===== src/verilog/pack_pkg.sv =====
// frame format constants and the state enums of the three FSMs
`default_nettype none

package pack_pkg;

	// ----------------------------------------------------------------------
	// frame format
	// ----------------------------------------------------------------------
	localparam logic [7:0] SYNC_BYTE = 8'hA5;
	localparam int BM_DEPTH = 16;
	localparam int EXP_BYTES = 16;
	// sync + sequence + bitmap + expansion + checksum
	localparam int FRAME_BYTES = 2 + BM_DEPTH + EXP_BYTES + 1;

	// ----------------------------------------------------------------------
	// state encodings
	// ----------------------------------------------------------------------
	typedef enum logic [2:0] {
		HEAD_IDLE = 3'h0,
		HEAD_PREP = 3'h1,
		HEAD_SYNC = 3'h2,
		HEAD_SEQ  = 3'h3,
		HEAD_DONE = 3'h7
	} head_state_t;

	// tail stage states
	typedef enum logic [2:0] {
		TAIL_IDLE = 3'h0,
		TAIL_PREP = 3'h1,
		TAIL_RDBM = 3'h2,
		TAIL_RDEP = 3'h3,
		TAIL_DONE = 3'h7
	} tail_state_t;

	typedef enum logic [2:0] {
		CTRL_IDLE = 3'h0,
		CTRL_HEAD = 3'h1,
		CTRL_TAIL = 3'h2,
		CTRL_CSUM = 3'h3,
		CTRL_DONE = 3'h7
	} ctrl_state_t;

endpackage

`default_nettype wire

===== src/verilog/stage_if.sv =====
// stage interface: fire/done handshake and byte stream between sequencer and one stage
`timescale 1ns/10ps
`default_nettype none

interface stage_if;

	// one-cycle start pulse from the sequencer
	logic fire;
	// one-cycle end pulse from the stage
	logic done;
	// byte stream, valid only while vld is high
	logic [7:0] data;
	logic vld;

	// frame stage side
	modport stage (
		input  fire,
		output done,
		output data,
		output vld
	);

	// sequencer side
	modport seq (
		output fire,
		input  done,
		input  data,
		input  vld
	);

endinterface

`default_nettype wire


===== src/verilog/pack_top.sv =====
// pack_top: frame packer top level, bitmap store, header and tail stages and the sequencer
`timescale 1ns/10ps
`default_nettype none

module pack_top
	import pack_pkg::*;
(
	input  logic                   clk_sys,
	input  logic                   rst_n,
	input  logic                   frame_start,
	// host bitmap writes
	input  logic                   bm_wr,
	input  logic [3:0]             bm_waddr,
	input  logic [7:0]             bm_wdata,
	// held stable until the tail stage latches it
	input  logic [EXP_BYTES*8-1:0] exp_data,
	// byte link
	output logic [7:0]             frame_data,
	output logic                   frame_vld,
	output logic                   frame_done,
	output logic                   busy
);

	// ----------------------------------------------------------------------
	// internal links
	// ----------------------------------------------------------------------
	stage_if if_head ();
	stage_if if_tail ();

	logic       bm_req;
	logic [7:0] bm_q;

	// ----------------------------------------------------------------------
	// blocks
	// ----------------------------------------------------------------------
	bm_store u_bm_store (
		.clk_sys  (clk_sys),
		.rst_n    (rst_n),
		.bm_wr    (bm_wr),
		.bm_waddr (bm_waddr),
		.bm_wdata (bm_wdata),
		.bm_req   (bm_req),
		.bm_q     (bm_q)
	);

	pack_head u_pack_head (
		.clk_sys (clk_sys),
		.rst_n   (rst_n),
		.st      (if_head)
	);

	pack_tail u_pack_tail (
		.clk_sys  (clk_sys),
		.rst_n    (rst_n),
		.st       (if_tail),
		.bm_q     (bm_q),
		.bm_req   (bm_req),
		.exp_data (exp_data)
	);

	pack_ctrl u_pack_ctrl (
		.clk_sys     (clk_sys),
		.rst_n       (rst_n),
		.frame_start (frame_start),
		.head        (if_head),
		.tail        (if_tail),
		.frame_data  (frame_data),
		.frame_vld   (frame_vld),
		.frame_done  (frame_done),
		.busy        (busy)
	);

endmodule

`default_nettype wire


===== src/verilog/pack_ctrl.sv =====
// pack_ctrl: frame sequencer, fires the stages in turn, merges bytes and appends the checksum
`timescale 1ns/10ps
`default_nettype none

module pack_ctrl
	import pack_pkg::*;
(
	input  logic       clk_sys,
	input  logic       rst_n,
	input  logic       frame_start,
	// stage links
	stage_if.seq       head,
	stage_if.seq       tail,
	// byte link
	output logic [7:0] frame_data,
	output logic       frame_vld,
	output logic       frame_done,
	output logic       busy
);

	ctrl_state_t state;
	logic start_ok;

	// frame_start only counts while idle
	assign start_ok = (state == CTRL_IDLE) && frame_start;

	// ----------------------------------------------------------------------
	// main FSM
	// ----------------------------------------------------------------------
	always_ff @(posedge clk_sys or negedge rst_n) begin
		if (!rst_n) begin
			state <= CTRL_IDLE;
		end else begin
			case (state)
				CTRL_IDLE: state <= frame_start ? CTRL_HEAD : CTRL_IDLE;
				CTRL_HEAD: state <= head.done ? CTRL_TAIL : CTRL_HEAD;
				CTRL_TAIL: state <= tail.done ? CTRL_CSUM : CTRL_TAIL;
				CTRL_CSUM: state <= CTRL_DONE;
				CTRL_DONE: state <= CTRL_IDLE;
				default:   state <= CTRL_IDLE;
			endcase
		end
	end

	// ----------------------------------------------------------------------
	// stage fire pulses
	// ----------------------------------------------------------------------
	logic fire_head;
	logic fire_tail;

	// registered, so each fire lands one cycle after its trigger
	always_ff @(posedge clk_sys or negedge rst_n) begin
		if (!rst_n) begin
			fire_head <= 1'b0;
			fire_tail <= 1'b0;
		end else begin
			fire_head <= start_ok;
			fire_tail <= (state == CTRL_HEAD) && head.done;
		end
	end

	assign head.fire = fire_head;
	assign tail.fire = fire_tail;

	// ----------------------------------------------------------------------
	// byte merge
	// ----------------------------------------------------------------------
	logic       stage_vld;
	logic [7:0] stage_byte;

	// stages never overlap, header wins just in case
	assign stage_vld = head.vld || tail.vld;
	assign stage_byte = head.vld ? head.data :
	                    tail.vld ? tail.data : 8'h00;

	// ----------------------------------------------------------------------
	// checksum
	// ----------------------------------------------------------------------
	logic [7:0] csum;

	always_ff @(posedge clk_sys or negedge rst_n) begin
		if (!rst_n) begin
			csum <= 8'h00;
		end else if (start_ok) begin
			csum <= 8'h00;
		end else if (stage_vld) begin
			csum <= csum ^ stage_byte;
		end
	end

	// ----------------------------------------------------------------------
	// outputs
	// ----------------------------------------------------------------------
	assign frame_data = (state == CTRL_CSUM) ? csum : stage_byte;
	assign frame_vld = stage_vld || (state == CTRL_CSUM);
	assign frame_done = (state == CTRL_DONE);
	assign busy = (state != CTRL_IDLE);

endmodule

`default_nettype wire


===== src/verilog/pack_tail.sv =====
// pack_tail: tail stage, streams the bitmap bytes and then the shifted expansion word
`timescale 1ns/10ps
`default_nettype none

module pack_tail
	import pack_pkg::*;
(
	input  logic                   clk_sys,
	input  logic                   rst_n,
	stage_if.stage                 st,
	// bitmap store read side
	input  logic [7:0]             bm_q,
	output logic                   bm_req,
	// expansion word from the host
	input  logic [EXP_BYTES*8-1:0] exp_data
);

	tail_state_t state;
	logic finish_bm;
	logic finish_ep;

	// ----------------------------------------------------------------------
	// main FSM
	// ----------------------------------------------------------------------
	always_ff @(posedge clk_sys or negedge rst_n) begin
		if (!rst_n) begin
			state <= TAIL_IDLE;
		end else begin
			case (state)
				TAIL_IDLE: state <= st.fire ? TAIL_PREP : TAIL_IDLE;
				TAIL_PREP: state <= TAIL_RDBM;
				TAIL_RDBM: state <= finish_bm ? TAIL_RDEP : TAIL_RDBM;
				TAIL_RDEP: state <= finish_ep ? TAIL_DONE : TAIL_RDEP;
				TAIL_DONE: state <= TAIL_IDLE;
				default:   state <= TAIL_IDLE;
			endcase
		end
	end

	// ----------------------------------------------------------------------
	// phase counters
	// ----------------------------------------------------------------------
	logic [4:0] cnt_bm;
	logic [4:0] cnt_ep;

	always_ff @(posedge clk_sys or negedge rst_n) begin
		if (!rst_n) begin
			cnt_bm <= 5'h00;
		end else if (state == TAIL_RDBM) begin
			cnt_bm <= cnt_bm + 5'h01;
		end else begin
			cnt_bm <= 5'h00;
		end
	end

	always_ff @(posedge clk_sys or negedge rst_n) begin
		if (!rst_n) begin
			cnt_ep <= 5'h00;
		end else if (state == TAIL_RDEP) begin
			cnt_ep <= cnt_ep + 5'h01;
		end else begin
			cnt_ep <= 5'h00;
		end
	end

	// last cycle of each phase
	assign finish_bm = (cnt_bm == 5'(BM_DEPTH - 1));
	assign finish_ep = (cnt_ep == 5'(EXP_BYTES - 1));

	// ----------------------------------------------------------------------
	// expansion shift register
	// ----------------------------------------------------------------------
	logic [EXP_BYTES*8-1:0] sh_ep;

	// loaded in prep, then shifted left a byte per cycle
	always_ff @(posedge clk_sys) begin
		if (state == TAIL_PREP) begin
			sh_ep <= exp_data;
		end else if (state == TAIL_RDEP) begin
			sh_ep <= {sh_ep[EXP_BYTES*8-9:0], 8'h00};
		end
	end

	// ----------------------------------------------------------------------
	// outputs
	// ----------------------------------------------------------------------
	assign bm_req = (state == TAIL_RDBM);
	assign st.done = (state == TAIL_DONE);
	assign st.vld = (state == TAIL_RDBM) || (state == TAIL_RDEP);

	always_comb begin
		case (state)
			TAIL_RDBM: st.data = bm_q;
			// msb first
			TAIL_RDEP: st.data = sh_ep[EXP_BYTES*8-1 -: 8];
			default:   st.data = 8'h00;
		endcase
	end

endmodule

`default_nettype wire


===== src/verilog/pack_head.sv =====
// pack_head: header stage, emits the sync byte and the frame sequence number
`timescale 1ns/10ps
`default_nettype none

module pack_head
	import pack_pkg::*;
(
	input  logic    clk_sys,
	input  logic    rst_n,
	stage_if.stage  st
);

	// ----------------------------------------------------------------------
	// main FSM
	// ----------------------------------------------------------------------
	head_state_t state;

	always_ff @(posedge clk_sys or negedge rst_n) begin
		if (!rst_n) begin
			state <= HEAD_IDLE;
		end else begin
			case (state)
				HEAD_IDLE: state <= st.fire ? HEAD_PREP : HEAD_IDLE;
				HEAD_PREP: state <= HEAD_SYNC;
				HEAD_SYNC: state <= HEAD_SEQ;
				HEAD_SEQ:  state <= HEAD_DONE;
				HEAD_DONE: state <= HEAD_IDLE;
				default:   state <= HEAD_IDLE;
			endcase
		end
	end

	// ----------------------------------------------------------------------
	// sequence number
	// ----------------------------------------------------------------------
	logic [7:0] seq_num;

	// bumped in prep, so the first frame carries 1
	always_ff @(posedge clk_sys or negedge rst_n) begin
		if (!rst_n) begin
			seq_num <= 8'h00;
		end else if (state == HEAD_PREP) begin
			seq_num <= seq_num + 8'h01;
		end
	end

	// ----------------------------------------------------------------------
	// outputs
	// ----------------------------------------------------------------------
	assign st.done = (state == HEAD_DONE);
	assign st.vld = (state == HEAD_SYNC) || (state == HEAD_SEQ);

	always_comb begin
		case (state)
			HEAD_SYNC: st.data = SYNC_BYTE;
			HEAD_SEQ:  st.data = seq_num;
			default:   st.data = 8'h00;
		endcase
	end

endmodule

`default_nettype wire


===== src/verilog/bm_store.sv =====
// bm_store: 16-byte bitmap register file, host write port and auto-incrementing read port
`timescale 1ns/10ps
`default_nettype none

module bm_store
	import pack_pkg::*;
(
	input  logic       clk_sys,
	input  logic       rst_n,
	// host write port
	input  logic       bm_wr,
	input  logic [3:0] bm_waddr,
	input  logic [7:0] bm_wdata,
	// streaming read port
	input  logic       bm_req,
	output logic [7:0] bm_q
);

	// ----------------------------------------------------------------------
	// storage
	// ----------------------------------------------------------------------
	logic [7:0] mem [0:BM_DEPTH-1];

	always_ff @(posedge clk_sys) begin
		if (bm_wr) begin
			mem[bm_waddr] <= bm_wdata;
		end
	end

	// ----------------------------------------------------------------------
	// read pointer
	// ----------------------------------------------------------------------
	logic [3:0] rd_ptr;

	// wraps to 0 after the last byte, ready for the next frame
	always_ff @(posedge clk_sys or negedge rst_n) begin
		if (!rst_n) begin
			rd_ptr <= 4'h0;
		end else if (bm_req) begin
			rd_ptr <= rd_ptr + 4'h1;
		end
	end

	// current byte, no read latency
	assign bm_q = mem[rd_ptr];

endmodule

`default_nettype wire


===== config.mk =====
export PLATFORM = sky130hd
export DESIGN_NAME = pack_top
export DESIGN_NICKNAME = d
export VERILOG_FILES = /design/src/verilog/pack_pkg.sv /design/src/verilog/stage_if.sv /design/src/verilog/pack_top.sv /design/src/verilog/pack_ctrl.sv /design/src/verilog/pack_tail.sv /design/src/verilog/pack_head.sv /design/src/verilog/bm_store.sv
export SDC_FILE = /design/constraint.sdc
export NUM_CORES = 1
export LEC_CHECK = 0
export ABC_AREA = 1
export ABC_CLOCK_PERIOD_IN_PS = 2740
export BUFFER_PORTS_ARGS = -buffer_cell sky130_fd_sc_hd__buf_2
export CELL_PAD_IN_SITES_DETAIL_PLACEMENT = 1
export CELL_PAD_IN_SITES_GLOBAL_PLACEMENT = 2
export CORE_MARGIN = 10
export CORE_UTILIZATION = 33
export DETAILED_ROUTE_END_ITERATION = 16
export GPL_TIMING_DRIVEN = 0
export PLACE_DENSITY_LB_ADDON = 0.1
export REMOVE_ABC_BUFFERS = 1
export SLEW_MARGIN = 15
export SYNTH_ARGS = -nofsm -noshare
export SYNTH_HDL_FRONTEND = slang
export SYNTH_HIERARCHICAL = 1
export SYNTH_SLANG_ARGS = --single-unit

===== constraint.sdc =====
create_clock -name clk_sys -period 2.74 [get_ports clk_sys]
set_input_delay 0.548 -clock clk_sys [delete_from_list [all_inputs] [get_ports clk_sys]]
set_output_delay 0.548 -clock clk_sys [all_outputs]
set_load 0.1 [all_outputs]

==> impl_metrics.env, run 1 <==
export IMPL_max_freq_ghz=0.3227
export IMPL_syn2layout_area_growth_pct=25.41
export IMPL_worstSetupPathDepth=15
export IMPL_status="finished with violations"
export IMPL_end_kind="primary output"
export IMPL_ctsHoldBuffers=0
export IMPL_final_net_count=1706
export IMPL_worstPathArrival_ns=2.55
export IMPL_hold_path_class="input pin to asynchronous set/reset pin"
export IMPL_final_period_utilization_pct=113.1
export IMPL_top_usage_layer="met2"
export IMPL_dr_pass1_iters=4
export IMPL_cp_start_kind="flip-flop"
export IMPL_regArea_um2=8727
export IMPL_ys_seq_elements=297
export IMPL_synth_area_um2=13470
export IMPL_met1_usage_pct=18.26
export IMPL_yosysUniqueCellTypes=29
export IMPL_ctsRootBufferMaster="clkbuf_16"
export IMPL_fin_util_pct=42.22
export IMPL_p_per_area_nw_per_um2=569.3
export IMPL_crit_family="simple AND/OR/NAND/NOR gates"
export IMPL_rrSetupSlack_ns=0.22
export IMPL_p_sw_mw=1.997
export IMPL_seq_area_frac_synth_pct=64.70
export IMPL_cp_max_fo=16
export IMPL_syn_area_per_cell_um2=9.723
export IMPL_cp_slowest_stage_delay_ns=0.46
export IMPL_route_detailed_drc=0
export IMPL_worst_r2r_path_depth=10
export IMPL_grt_antenna_before_repair=19
export IMPL_crit_start="u_bm_store/rd_ptr[0]"
export IMPL_multi_input_area_um2=4207
export IMPL_tritoncts="yes"
export IMPL_gr_total_overflow=0
export IMPL_start_util_pct=33.66
export IMPL_drv_slew=0
export IMPL_core_area_um2=40010
export IMPL_clock_latency_ns=0.55
export IMPL_drive_above_1_share_pct=22.88
export IMPL_cpMostUsedCell="nand2_2"
export IMPL_peakVddDrop_mv=0.3532
export IMPL_h_tree_depth=2
export IMPL_grt_pass1_vias=10740
export IMPL_die_area_um2=49290
export IMPL_worstSetupEndpoint="frame_data[5]"
export IMPL_crit_required_ns=2.19
export IMPL_rr_startpoint="u_pack_tail/state[0]"
export IMPL_path_cells="buf_12 -> buf_12 -> inv_16 -> nand2_2 -> nand3_1 -> nand3_1 -> nand3_2 -> nand2_2 -> nand2_2 -> nand2_2 -> nand3_2 -> nand2_1 -> nand2_1 -> o21ai_2 -> buf_12"
export IMPL_num_rows=73
export IMPL_drtIter0Drc=428
export IMPL_port_buffers=154
export IMPL_die_x_um=222.0
export IMPL_p_sw_share_pct=20.77
export IMPL_slowest_stage="dfrtp_4"
export IMPL_seq_power_share_pct=51.3
export IMPL_crit_type="flip-flop to primary output"
export IMPL_relSlewSlack_pct=30.30
export IMPL_final_antenna_net_count=0
export IMPL_clock_sinks=297
export IMPL_pin_count=155
export IMPL_hold_viol_final=0
export IMPL_drv_cap=0
export IMPL_die_y_um=222.0
export IMPL_gp_congestion=0.7179
export IMPL_drt_total_wl_mm=37.19
export IMPL_yosysWarnings=6
export IMPL_grt_max_degree=82
export IMPL_power_frac_clock_pct=46.4
export IMPL_syn_inst=1385
export IMPL_fin_ws_ns=-0.3587
export IMPL_cts_buffers=38
export IMPL_vias=9908
export IMPL_worst_pin_slew_ns=1.046
export IMPL_rsz0062_at_grt="true"
export IMPL_total_power_mw=9.615
export IMPL_gr_usage_met3_pct=4.877
export IMPL_violations="negative setup slack"
export IMPL_cp_buffers_inverters=4
export IMPL_power_frac_comb_pct=2.3
export IMPL_setup_viol=8
export IMPL_p_int_mw=7.618
export IMPL_grt_pass1_wl_mm=59.33
export IMPL_hpwl_mm=22.94
export IMPL_fillers=4523
export IMPL_r2r_end="u_pack_tail/sh_ep[114]"
export IMPL_p_leak_nw=7.372
export IMPL_fin_crit_ns=3.099
export IMPL_vias_per_cell=4.694
export IMPL_wire_per_inst_um=17.62
export IMPL_use_met2_pct=25.06
export IMPL_ctsLongestPathBuffers=3
export IMPL_track_usage_pct=15.10
export IMPL_finalClockSkew_ns=0.01389
export IMPL_path_clk_slew_ns=0.05
## repair_timing
item | in CTS | in global routing
endpoints found under the setup margin | 144 | 70
buffers inserted | 16 | 10
pin swaps | 41 | 41
gates resized for setup | 123 | 38
cloned | 8 | 0
## layout make-up
class                      count  share of cell area (%)
timing repair buffer         195                   8.875
clock buffer                  51                   6.045
sequential                   297                   51.67
inverter                     158                   3.815
multi-input combinational    863                   24.91
tap                          525                   3.889
timing repair inverter         3                  0.3037
clock inverter                15                  0.4297
antenna                        4                 0.05927
## how the worst min path moves through the flow
stage	end	slack, ns	cells past startpoint
after detailed placement	u_pack_head/state[0]	0.47	2
after floorplan	u_bm_store/rd_ptr[0]	0.25	0
after global placement	u_pack_tail/cnt_bm[0]	0.45	1
final	u_pack_head/seq_num[6]	0.21	1
after global routing	u_pack_head/seq_num[6]	0.27	1
after CTS	u_pack_head/seq_num[6]	0.22	1
## metal layers
| layer | part of all wire (%) | wire length (um) | vias up |
|---|---|---|---|
| li1 | - | - | 4899 |
| met1 | 44 | 16220 | 4741 |
| met2 | 48 | 17740 | 166 |
| met3 | 6.3 | 2350 | 74 |
| met4 | 1.9 | 698 | 28 |
| met5 | 0.48 | 178 | - |
## cells in the mapped netlist
library cell,count,area (um^2)
a21oi_1,11,55.05
buf_1,4,15.01
buf_2,44,220.2
buf_4,5,37.54
buf_6,6,67.56
clkbuf_1,10,37.54
clkinv_1,2,7.510
dfrtp_1,41,1026
edfxtp_1,256,7687
ha_1,6,75.07
inv_1,151,566.8
inv_2,4,15.01
inv_4,1,6.260
nand2_1,489,1836
nand3_1,256,1281
nand3_2,1,10.01
nand3_4,1,17.52
nand3b_1,2,15.01
nand4_1,3,18.77
nand4_4,1,21.27
nor2_1,61,229.0
nor2_2,4,25.02
nor2_4,1,11.26
nor3_1,5,25.02
o211ai_1,1,7.510
o21ai_0,3,15.01
o21ai_2,8,70.07
o22ai_1,1,6.260
xor2_1,7,61.31
## state kept, by name, indices dropped and copies added (netlist names)
register               cells
u_bm_store/rd_ptr          4
u_pack_ctrl/csum           8
u_pack_tail/state          3
u_pack_tail/cnt_bm         5
u_pack_ctrl/state          3
u_bm_store/mem           128
u_pack_head/seq_num        8
u_pack_ctrl/tail.fire      1
u_pack_head/state          3
u_pack_tail/cnt_ep         5
u_pack_tail/sh_ep        128
u_pack_ctrl/head.fire      1
## power by group through the flow
stage / sequential, mW / combinational [mW] / clock [mW]
6_report: 4.93 / 0.220 / 4.46
5_1_grt: 4.93 / 0.247 / 4.82
4_1_cts: 4.93 / 0.224 / 4.64
3_5_place_dp: 5.02 / 0.220 / 0
3_3_place_gp: 5.02 / 0.215 / 0
2_1_floorplan: 5.02 / 0.0419 / 0
## worst reg2reg max path: cells and delay by family (launching register included)
family / cells / cell delay, ns
DFF: 1 / 0.45
and+or+nand+nor: 4 / 0.55
buffers and inverters: 6 / 1.28
## cells in the final DEF (no fill, tap or decap), drive strengths merged, types with 2 or more instances in the layout
cell type  synthesis  layout
edfxtp           256     256
o21ai             11      11
nand2            489     490
nor3               5       5
nand3            258     258
diode              0       4
nand3b             2       2
a21oi             11      11
clkinv             2      16
clkbuf            10      51
buf               59     195
nand4              4       4
nor2              66      67
xor2               7       7
ha                 6       6
inv              156     159
dfrtp             41      41
## through the flow
stage | instance area [um^2] | hold WS, ns | worst slack, ns | TNS (ns) | instances
2_1_floorplan | 13090 | 0.2524 | -4.830 | -845.20 | 1316
3_3_place_gp | 14520 | 0.4517 | -9.645 | -1702.32 | 1995
3_5_place_dp | 14800 | 0.4664 | -0.9738 | -59.08 | 2007
4_1_cts | 16640 | 0.2211 | -0.4294 | -3.329 | 2097
5_1_grt | 16880 | 0.2749 | -0.5092 | -4.063 | 2108
6_report | 16890 | 0.2083 | -0.3587 | -2.681 | 2111
## cells by family after synthesis
group | synth area share [%]
compound gates | 1.143
xor+xnor | 0.4553
fa+ha+maj | 0.5575
buf+inv | 7.228
flops | 64.70
simple gates | 25.91
(Power assumes the default switching activity.)
==> run 2, diff against run 1 <==
--- a/config.mk
+++ b/config.mk
@@ -11,7 +11,7 @@
 export CELL_PAD_IN_SITES_DETAIL_PLACEMENT = 1
 export CELL_PAD_IN_SITES_GLOBAL_PLACEMENT = 2
 export CORE_MARGIN = 10
-export CORE_UTILIZATION = 33
+export CORE_UTILIZATION = 36
 export DETAILED_ROUTE_END_ITERATION = 16
 export GPL_TIMING_DRIVEN = 0
 export PLACE_DENSITY_LB_ADDON = 0.1
@@ -19,5 +19,4 @@
 export SLEW_MARGIN = 15
 export SYNTH_ARGS = -nofsm -noshare
 export SYNTH_HDL_FRONTEND = slang
-export SYNTH_HIERARCHICAL = 1
 export SYNTH_SLANG_ARGS = --single-unit
==> run 2 against run 1 <==
The flow still finishes with violations (negative setup slack). Sequential power hardly changed. Critical path depth fell by 5. Highest routed layer unchanged. Total power down 2.3%. First-iteration DRC count down 18%. Clock skew hardly changed. Synthesized cell count decreased by 28%. Clock power is 4.5% lower. Non-clock buffer count down 5. Via count shrank 18%. Wire length decreased by 11%. Flip-flop and latch count is the same.
==> impl_metrics.env, run 2 <==
export IMPL_crit_required_ns=2.19
export IMPL_hold_path_class="input pin to asynchronous set/reset pin"
export IMPL_final_cell_mix="256 x edfxtp_1, 150 x nand2_1, 145 x buf_2"
export IMPL_drive_above_1_share_pct=35.15
export IMPL_crit_start="u_bm_store.rd_ptr[0]"
export IMPL_cp_start_kind="flip-flop"
export IMPL_die_area_um2=43450
export IMPL_ys_top_cells_by_count="256 x edfxtp_1, 159 x nand2_1, 120 x mux2_2, 118 x nor2_1, 90 x nand3_1"
export IMPL_reg_top3="u_bm_store.mem: 128 flops, u_pack_tail.sh_ep: 128 flops"
export IMPL_seq_power_share_pct=52.5
export IMPL_start_util_pct=36.74
export IMPL_vias=8103
export IMPL_ctsLongestPathBuffers=3
export IMPL_synthMostInstantiatedCell="edfxtp_1"
export IMPL_route_detailed_drc=0
export IMPL_grt_antenna_before_repair=25
export IMPL_synth_top_cell_area_share_pct=60.14
export IMPL_relSlewSlack_pct=28.09
export IMPL_tritoncts="yes"
export IMPL_final_period_utilization_pct=106.1
export IMPL_power_frac_clock_pct=45.4
export IMPL_grt_pass1_wl_mm=52.21
export IMPL_seq_area_frac_synth_pct=68.16
export IMPL_hold_viol_final=0
export IMPL_synth_async_reset_ratio_pct=13.80
export IMPL_crit_family="simple AND/OR/NAND/NOR gates"
export IMPL_final_cells=1672
export IMPL_final_net_count=1332
export IMPL_synth_area_um2=12780
export IMPL_pin_count=155
export IMPL_synth_edff_count=256
export IMPL_drtIter0Drc=350
export IMPL_clock_latency_ns=0.52
export IMPL_cp_buffers_inverters=3
export IMPL_cp_slowest_stage_delay_ns=0.45
export IMPL_path_clk_slew_ns=0.06
export IMPL_p_leak_nw=6.173
export IMPL_gp_congestion=0.7171
export IMPL_max_freq_ghz=0.3441
export IMPL_hpwl_mm=21.33
export IMPL_cp_max_fo=16
export IMPL_core_area_um2=34800
export IMPL_rsz0062_at_grt="true"
export IMPL_p_per_area_nw_per_um2=590.4
export IMPL_finalClockSkew_ns=0.01381
export IMPL_fillers=3588
export IMPL_die_x_um=208.4
export IMPL_layout_commonest_cell="edfxtp_1"
export IMPL_grt_max_degree=51
export IMPL_worstPathArrival_ns=2.36
export IMPL_yosysTopAreaCell="edfxtp_1"
export IMPL_vias_per_cell=4.846
export IMPL_worst_pin_slew_ns=1.075
export IMPL_track_usage_pct=15.25
export IMPL_syn_inst=992
export IMPL_syn2layout_area_growth_pct=24.41
export IMPL_drt_total_wl_mm=33.17
export IMPL_path_cells="buf_12 -> clkinv_8 -> nand2_1 -> nand3_1 -> nand3_1 -> nand3_2 -> nand3_2 -> nand2_2 -> a31oi_4 -> buf_12"
export IMPL_p_sw_share_pct=20.87
export IMPL_ys_seq_elements=297
export IMPL_clock_sinks=297
export IMPL_synth_ff_type="edfxtp_1"
export IMPL_setup_tns_ns=-0.9549
export IMPL_place_area_um2=14050
export IMPL_rr_startpoint="u_pack_tail.state[2]"
export IMPL_yosysWarnings=0
export IMPL_h_tree_depth=2
export IMPL_ctsRootBufferMaster="clkbuf_16"
export IMPL_ctsHoldBuffers=0
export IMPL_wire_per_inst_um=19.84
export IMPL_fin_crit_ns=2.906
export IMPL_peakVddDrop_mv=0.4883
export IMPL_cts_buffers=35
export IMPL_final_antenna_net_count=0
export IMPL_port_buffers=154
export IMPL_power_frac_comb_pct=2.1
export IMPL_yosysUniqueCellTypes=30
export IMPL_drv_cap=0
export IMPL_drv_slew=0
export IMPL_slowest_stage="dfrtp_4"
export IMPL_crit_type="flip-flop to primary output"
export IMPL_preCtsSetupSlack_ns=-1.203
export IMPL_p_sw_mw=1.959
export IMPL_grt_pass1_vias=8970
export IMPL_setup_viol=8
export IMPL_stdcell_area_um2=15900
export IMPL_fin_ws_ns=-0.1664
export IMPL_die_y_um=208.4
export IMPL_status="finished with violations"
export IMPL_gr_total_overflow=0
export IMPL_syn_area_per_cell_um2=12.89
export IMPL_end_kind="primary output"
export IMPL_dpl_cell_count=1570
export IMPL_dr_pass1_iters=4
export IMPL_p_int_mw=7.430
export IMPL_synthTopCellsByArea="edfxtp_1 60%, mux2_2 11%, dfrtp_1 8.0%"
export IMPL_num_rows=68
export IMPL_violations="negative setup slack"
[run 2: worst reg2reg max path, cell delays in order (launching register included)]
cell	delay (ns)
dfrtp_2	0.41
buf_4	0.20
nor2_4	0.08
nand2_8	0.28
buf_16	0.33
buf_12	0.27
mux2_2	0.39
[run 2: what timing repair did]
item	4_1_cts	5_1_grt
gates resized for setup	108	19
endpoints found under the setup margin	51	8
buffers inserted	22	2
pin swaps	29	18
cloned	6	0
[run 2: through the flow]
| stage | util, % | hold slack (ns) | total power [mW] |
|---|---|---|---|
| CTS | 45.43 | 0.2388 | 9.527 |
| finish | 45.70 | 0.2026 | 9.389 |
| detailed placement | 40.38 | 0.4633 | 5.222 |
| global placement | 39.59 | 0.4570 | 5.213 |
| global route | 45.66 | 0.2793 | 9.752 |
| floorplan | - | 0.2524 | 5.059 |
[run 2: final timing paths]
| kind | end | slack [ns] | depth (start not counted) |
|---|---|---|---|
| min reg2reg | u_pack_tail.cnt_bm[0] | 0.46 | 1 |
| max | frame_data[6] | -0.17 | 10 |
| max reg2reg | u_pack_tail.sh_ep[60] | 0.54 | 6 |
| min in group clk_sys | u_pack_tail.sh_ep[109] | 0.33 | 2 |
| min | u_pack_tail.cnt_bm[1] | 0.20 | 1 |
| max in group asynchronous | u_bm_store.rd_ptr[3] | 1.79 | 1 |
[run 2: cell families after synthesis]
logic type	count (synthesis)	share of synthesized area, %
XOR/XNOR	10	0.6851
buffers and inverters	119	5.011
flip-flops	297	68.16
adder cells (fa/ha/maj)	6	0.5872
AO/OA/AOI/OAI	59	2.466
multiplexers	120	10.57
AND/OR/NAND/NOR	381	12.52
[run 2: per-layer routing]
layer | track usage, % | up-vias | wire length, um
met3 | 6.021 | 75 | 2564
met1 | 18.29 | 3979 | 13970
met2 | 25.01 | 153 | 15900
met4 | 3.885 | 32 | 523
met5 | 0 | - | 211
li1 | - | 3864 | -
[run 2: area by class of cell]
| class | instances | area, um^2 | share of cell area (%) |
|---|---|---|---|
| flip-flops and latches | 297 | 8727 | 54.87 |
| repair inverters | 4 | 56.30 | 0.3540 |
| clock inverters | 18 | 96.34 | 0.6058 |
| inverters | 78 | 332.8 | 2.093 |
| diodes | 8 | 20.02 | 0.1259 |
| well taps | 455 | 569.3 | 3.580 |
| repair buffers | 190 | 1445 | 9.087 |
| clock buffers | 46 | 938.4 | 5.900 |
| multi-input cells | 576 | 3719 | 23.38 |
[run 2: power by group through the flow]
stage | Sequential, mW | Clock, mW | Combinational, mW
final | 4.93 | 4.26 | 0.195
after CTS | 4.93 | 4.40 | 0.200
after global placement | 5.02 | 0 | 0.191
after global routing | 4.93 | 4.60 | 0.223
after floorplan | 5.02 | 0 | 0.0370
after detailed placement | 5.02 | 0 | 0.198
==> run 3, diff against run 2 <==
==> constraint.sdc (replaced) <==
create_clock -name clk_sys -period 2.74 [get_ports clk_sys]
set_input_delay 0.411 -clock clk_sys [delete_from_list [all_inputs] [get_ports clk_sys]]
set_output_delay 0.411 -clock clk_sys [all_outputs]
set_load 0.1 [all_outputs]
==> run 3 against run 2 <==
The run still ends with negative setup slack left. Worst setup slack gained 0.14 ns. Sequential power barely moved. Global-route usage shrank 0.18 points. Wire length is 0.83% lower. Total power about the same. Final area grew 0.48%. Via count is 0.14% lower. Cell count decreased by 0.18%. Register-to-register slack barely moved. Largest cell class unchanged. Largest power group unchanged.
==> impl_metrics.env, run 3 (synthesis gave the netlist of run 2 again) <==
export IMPL_gp_congestion=0.7171
export IMPL_final_period_utilization_pct=101.0
export IMPL_start_util_pct=36.74
export IMPL_drv_slew=0
export IMPL_place_area_um2=14050
export IMPL_path_clk_slew_ns=0.06
export IMPL_fin_ws_ns=-0.02792
export IMPL_cp_start_kind="flip-flop"
export IMPL_port_buffers=154
export IMPL_worst_pin_slew_ns=1.122
export IMPL_crit_type="flip-flop to primary output"
export IMPL_finalClockSkew_ns=0.01471
export IMPL_worstPathArrival_ns=2.36
export IMPL_rr_startpoint="u_pack_tail.state[2]"
export IMPL_grt_pass1_vias=8904
export IMPL_multi_input_area_um2=3816
export IMPL_ctsLongestPathBuffers=3
export IMPL_peakVddDrop_mv=0.4884
export IMPL_grt_antenna_before_repair=25
export IMPL_wire_per_inst_um=19.71
export IMPL_layout_commonest_cell="edfxtp_1"
export IMPL_syn2layout_area_growth_pct=25.01
export IMPL_core_area_um2=34800
export IMPL_drt_total_wl_mm=32.90
export IMPL_end_kind="primary output"
export IMPL_violations="negative setup slack"
export IMPL_ctsRootBufferMaster="clkbuf_16"
export IMPL_cts_buffers=35
export IMPL_fin_util_pct=45.92
export IMPL_clock_latency_ns=0.52
export IMPL_cp_slowest_stage_delay_ns=0.50
export IMPL_crit_family="buffers and inverters"
export IMPL_crit_required_ns=2.33
export IMPL_vias=8092
export IMPL_die_area_um2=43450
export IMPL_fin_crit_ns=2.768
export IMPL_final_antenna_net_count=0
export IMPL_regArea_um2=8727
export IMPL_clock_sinks=297
export IMPL_relSlewSlack_pct=24.90
export IMPL_final_cell_mix="256 x edfxtp_1, 145 x buf_2, 144 x nand2_1"
export IMPL_grt_max_degree=51
export IMPL_dpl_cell_count=1570
export IMPL_cp_max_fo=8
export IMPL_gr_total_overflow=0
export IMPL_setup_viol=3
export IMPL_cp_buffers_inverters=4
export IMPL_status="finished with violations"
export IMPL_die_x_um=208.4
export IMPL_track_usage_pct=15.06
export IMPL_pin_count=155
export IMPL_ctsHoldBuffers=0
export IMPL_slowest_stage="dfrtp_4"
export IMPL_tritoncts="yes"
export IMPL_h_tree_depth=2
export IMPL_crit_start="u_bm_store.rd_ptr[0]"
export IMPL_total_power_mw=9.391
export IMPL_fillers=3580
export IMPL_preCtsSetupSlack_ns=-1.066
export IMPL_p_leak_nw=6.177
export IMPL_path_cells="buf_12 -> buf_12 -> inv_16 -> nand2_2 -> nand2_1 -> nand2_1 -> nand3_2 -> nand3_2 -> nand3_4 -> nand2_4 -> a31oi_4 -> buf_12"
export IMPL_vias_per_cell=4.848
export IMPL_final_net_count=1328
export IMPL_max_freq_ghz=0.3613
export IMPL_cpMostUsedCell="buf_12"
export IMPL_route_detailed_drc=0
export IMPL_rsz0062_at_grt="true"
export IMPL_p_per_area_nw_per_um2=587.6
export IMPL_hold_viol_final=0
export IMPL_stdcell_area_um2=15980
export IMPL_drive_above_1_share_pct=35.68
export IMPL_setup_tns_ns=-0.06196
export IMPL_hold_path_class="input pin to asynchronous set/reset pin"
export IMPL_grt_pass1_wl_mm=51.76
export IMPL_die_y_um=208.4
export IMPL_dr_pass1_iters=4
export IMPL_hold_worst_slack_ns=0.06217
export IMPL_hpwl_mm=21.33
export IMPL_drv_cap=0
export IMPL_final_cells=1669
export IMPL_num_rows=68
export IMPL_drtIter0Drc=327
export IMPL_reg_top3="u_bm_store.mem: 128 flops, u_pack_tail.sh_ep: 128 flops"
## run 3: final timing paths
check	endpoint	slack, ns	depth (start not counted)
setup / recovery	frame_data[3]	-0.03	12
hold / removal	u_pack_tail.cnt_bm[1]	0.06	1
setup reg to reg	u_pack_tail.sh_ep[60]	0.54	6
hold reg to reg	u_pack_tail.cnt_bm[0]	0.47	1
max in group asynchronous	u_bm_store.rd_ptr[3]	1.93	1
min in group clk_sys	u_pack_tail.sh_ep[109]	0.19	2
## run 3: cell type report
type	count	area share (%)
Multi-Input combinational cell	576	23.88
Timing Repair inverter	4	0.3993
Clock inverter	18	0.6029
Antenna cell	9	0.1409
Inverter	78	2.083
Clock buffer	46	5.872
Tap cell	455	3.562
Timing Repair Buffer	186	8.848
Sequential cell	297	54.61
## run 3: what timing repair did
action                     4_1_cts  5_1_grt
buffers inserted                20        1
resized for setup              104       42
cloned                           4        1
pin swaps                       23       28
setup endpoints to repair       51        9
## run 3: layer usage
layer | vias up | GRT usage, % | routed length [um]
met4 | 32 | 3.960 | 542
met1 | 3974 | 18.11 | 13790
met2 | 149 | 24.46 | 15730
met3 | 80 | 6.140 | 2609
li1 | 3857 | - | -
met5 | - | 0 | 224
## run 3: power by group
group	internal (mW)	switching [mW]	total, mW	leakage [nW]
Clock	2.42	1.84	4.26	0.513
Sequential	4.92	0.00921	4.93	2.87
Combinational	0.0859	0.110	0.196	2.80
Total	7.43	1.96	9.39	6.18
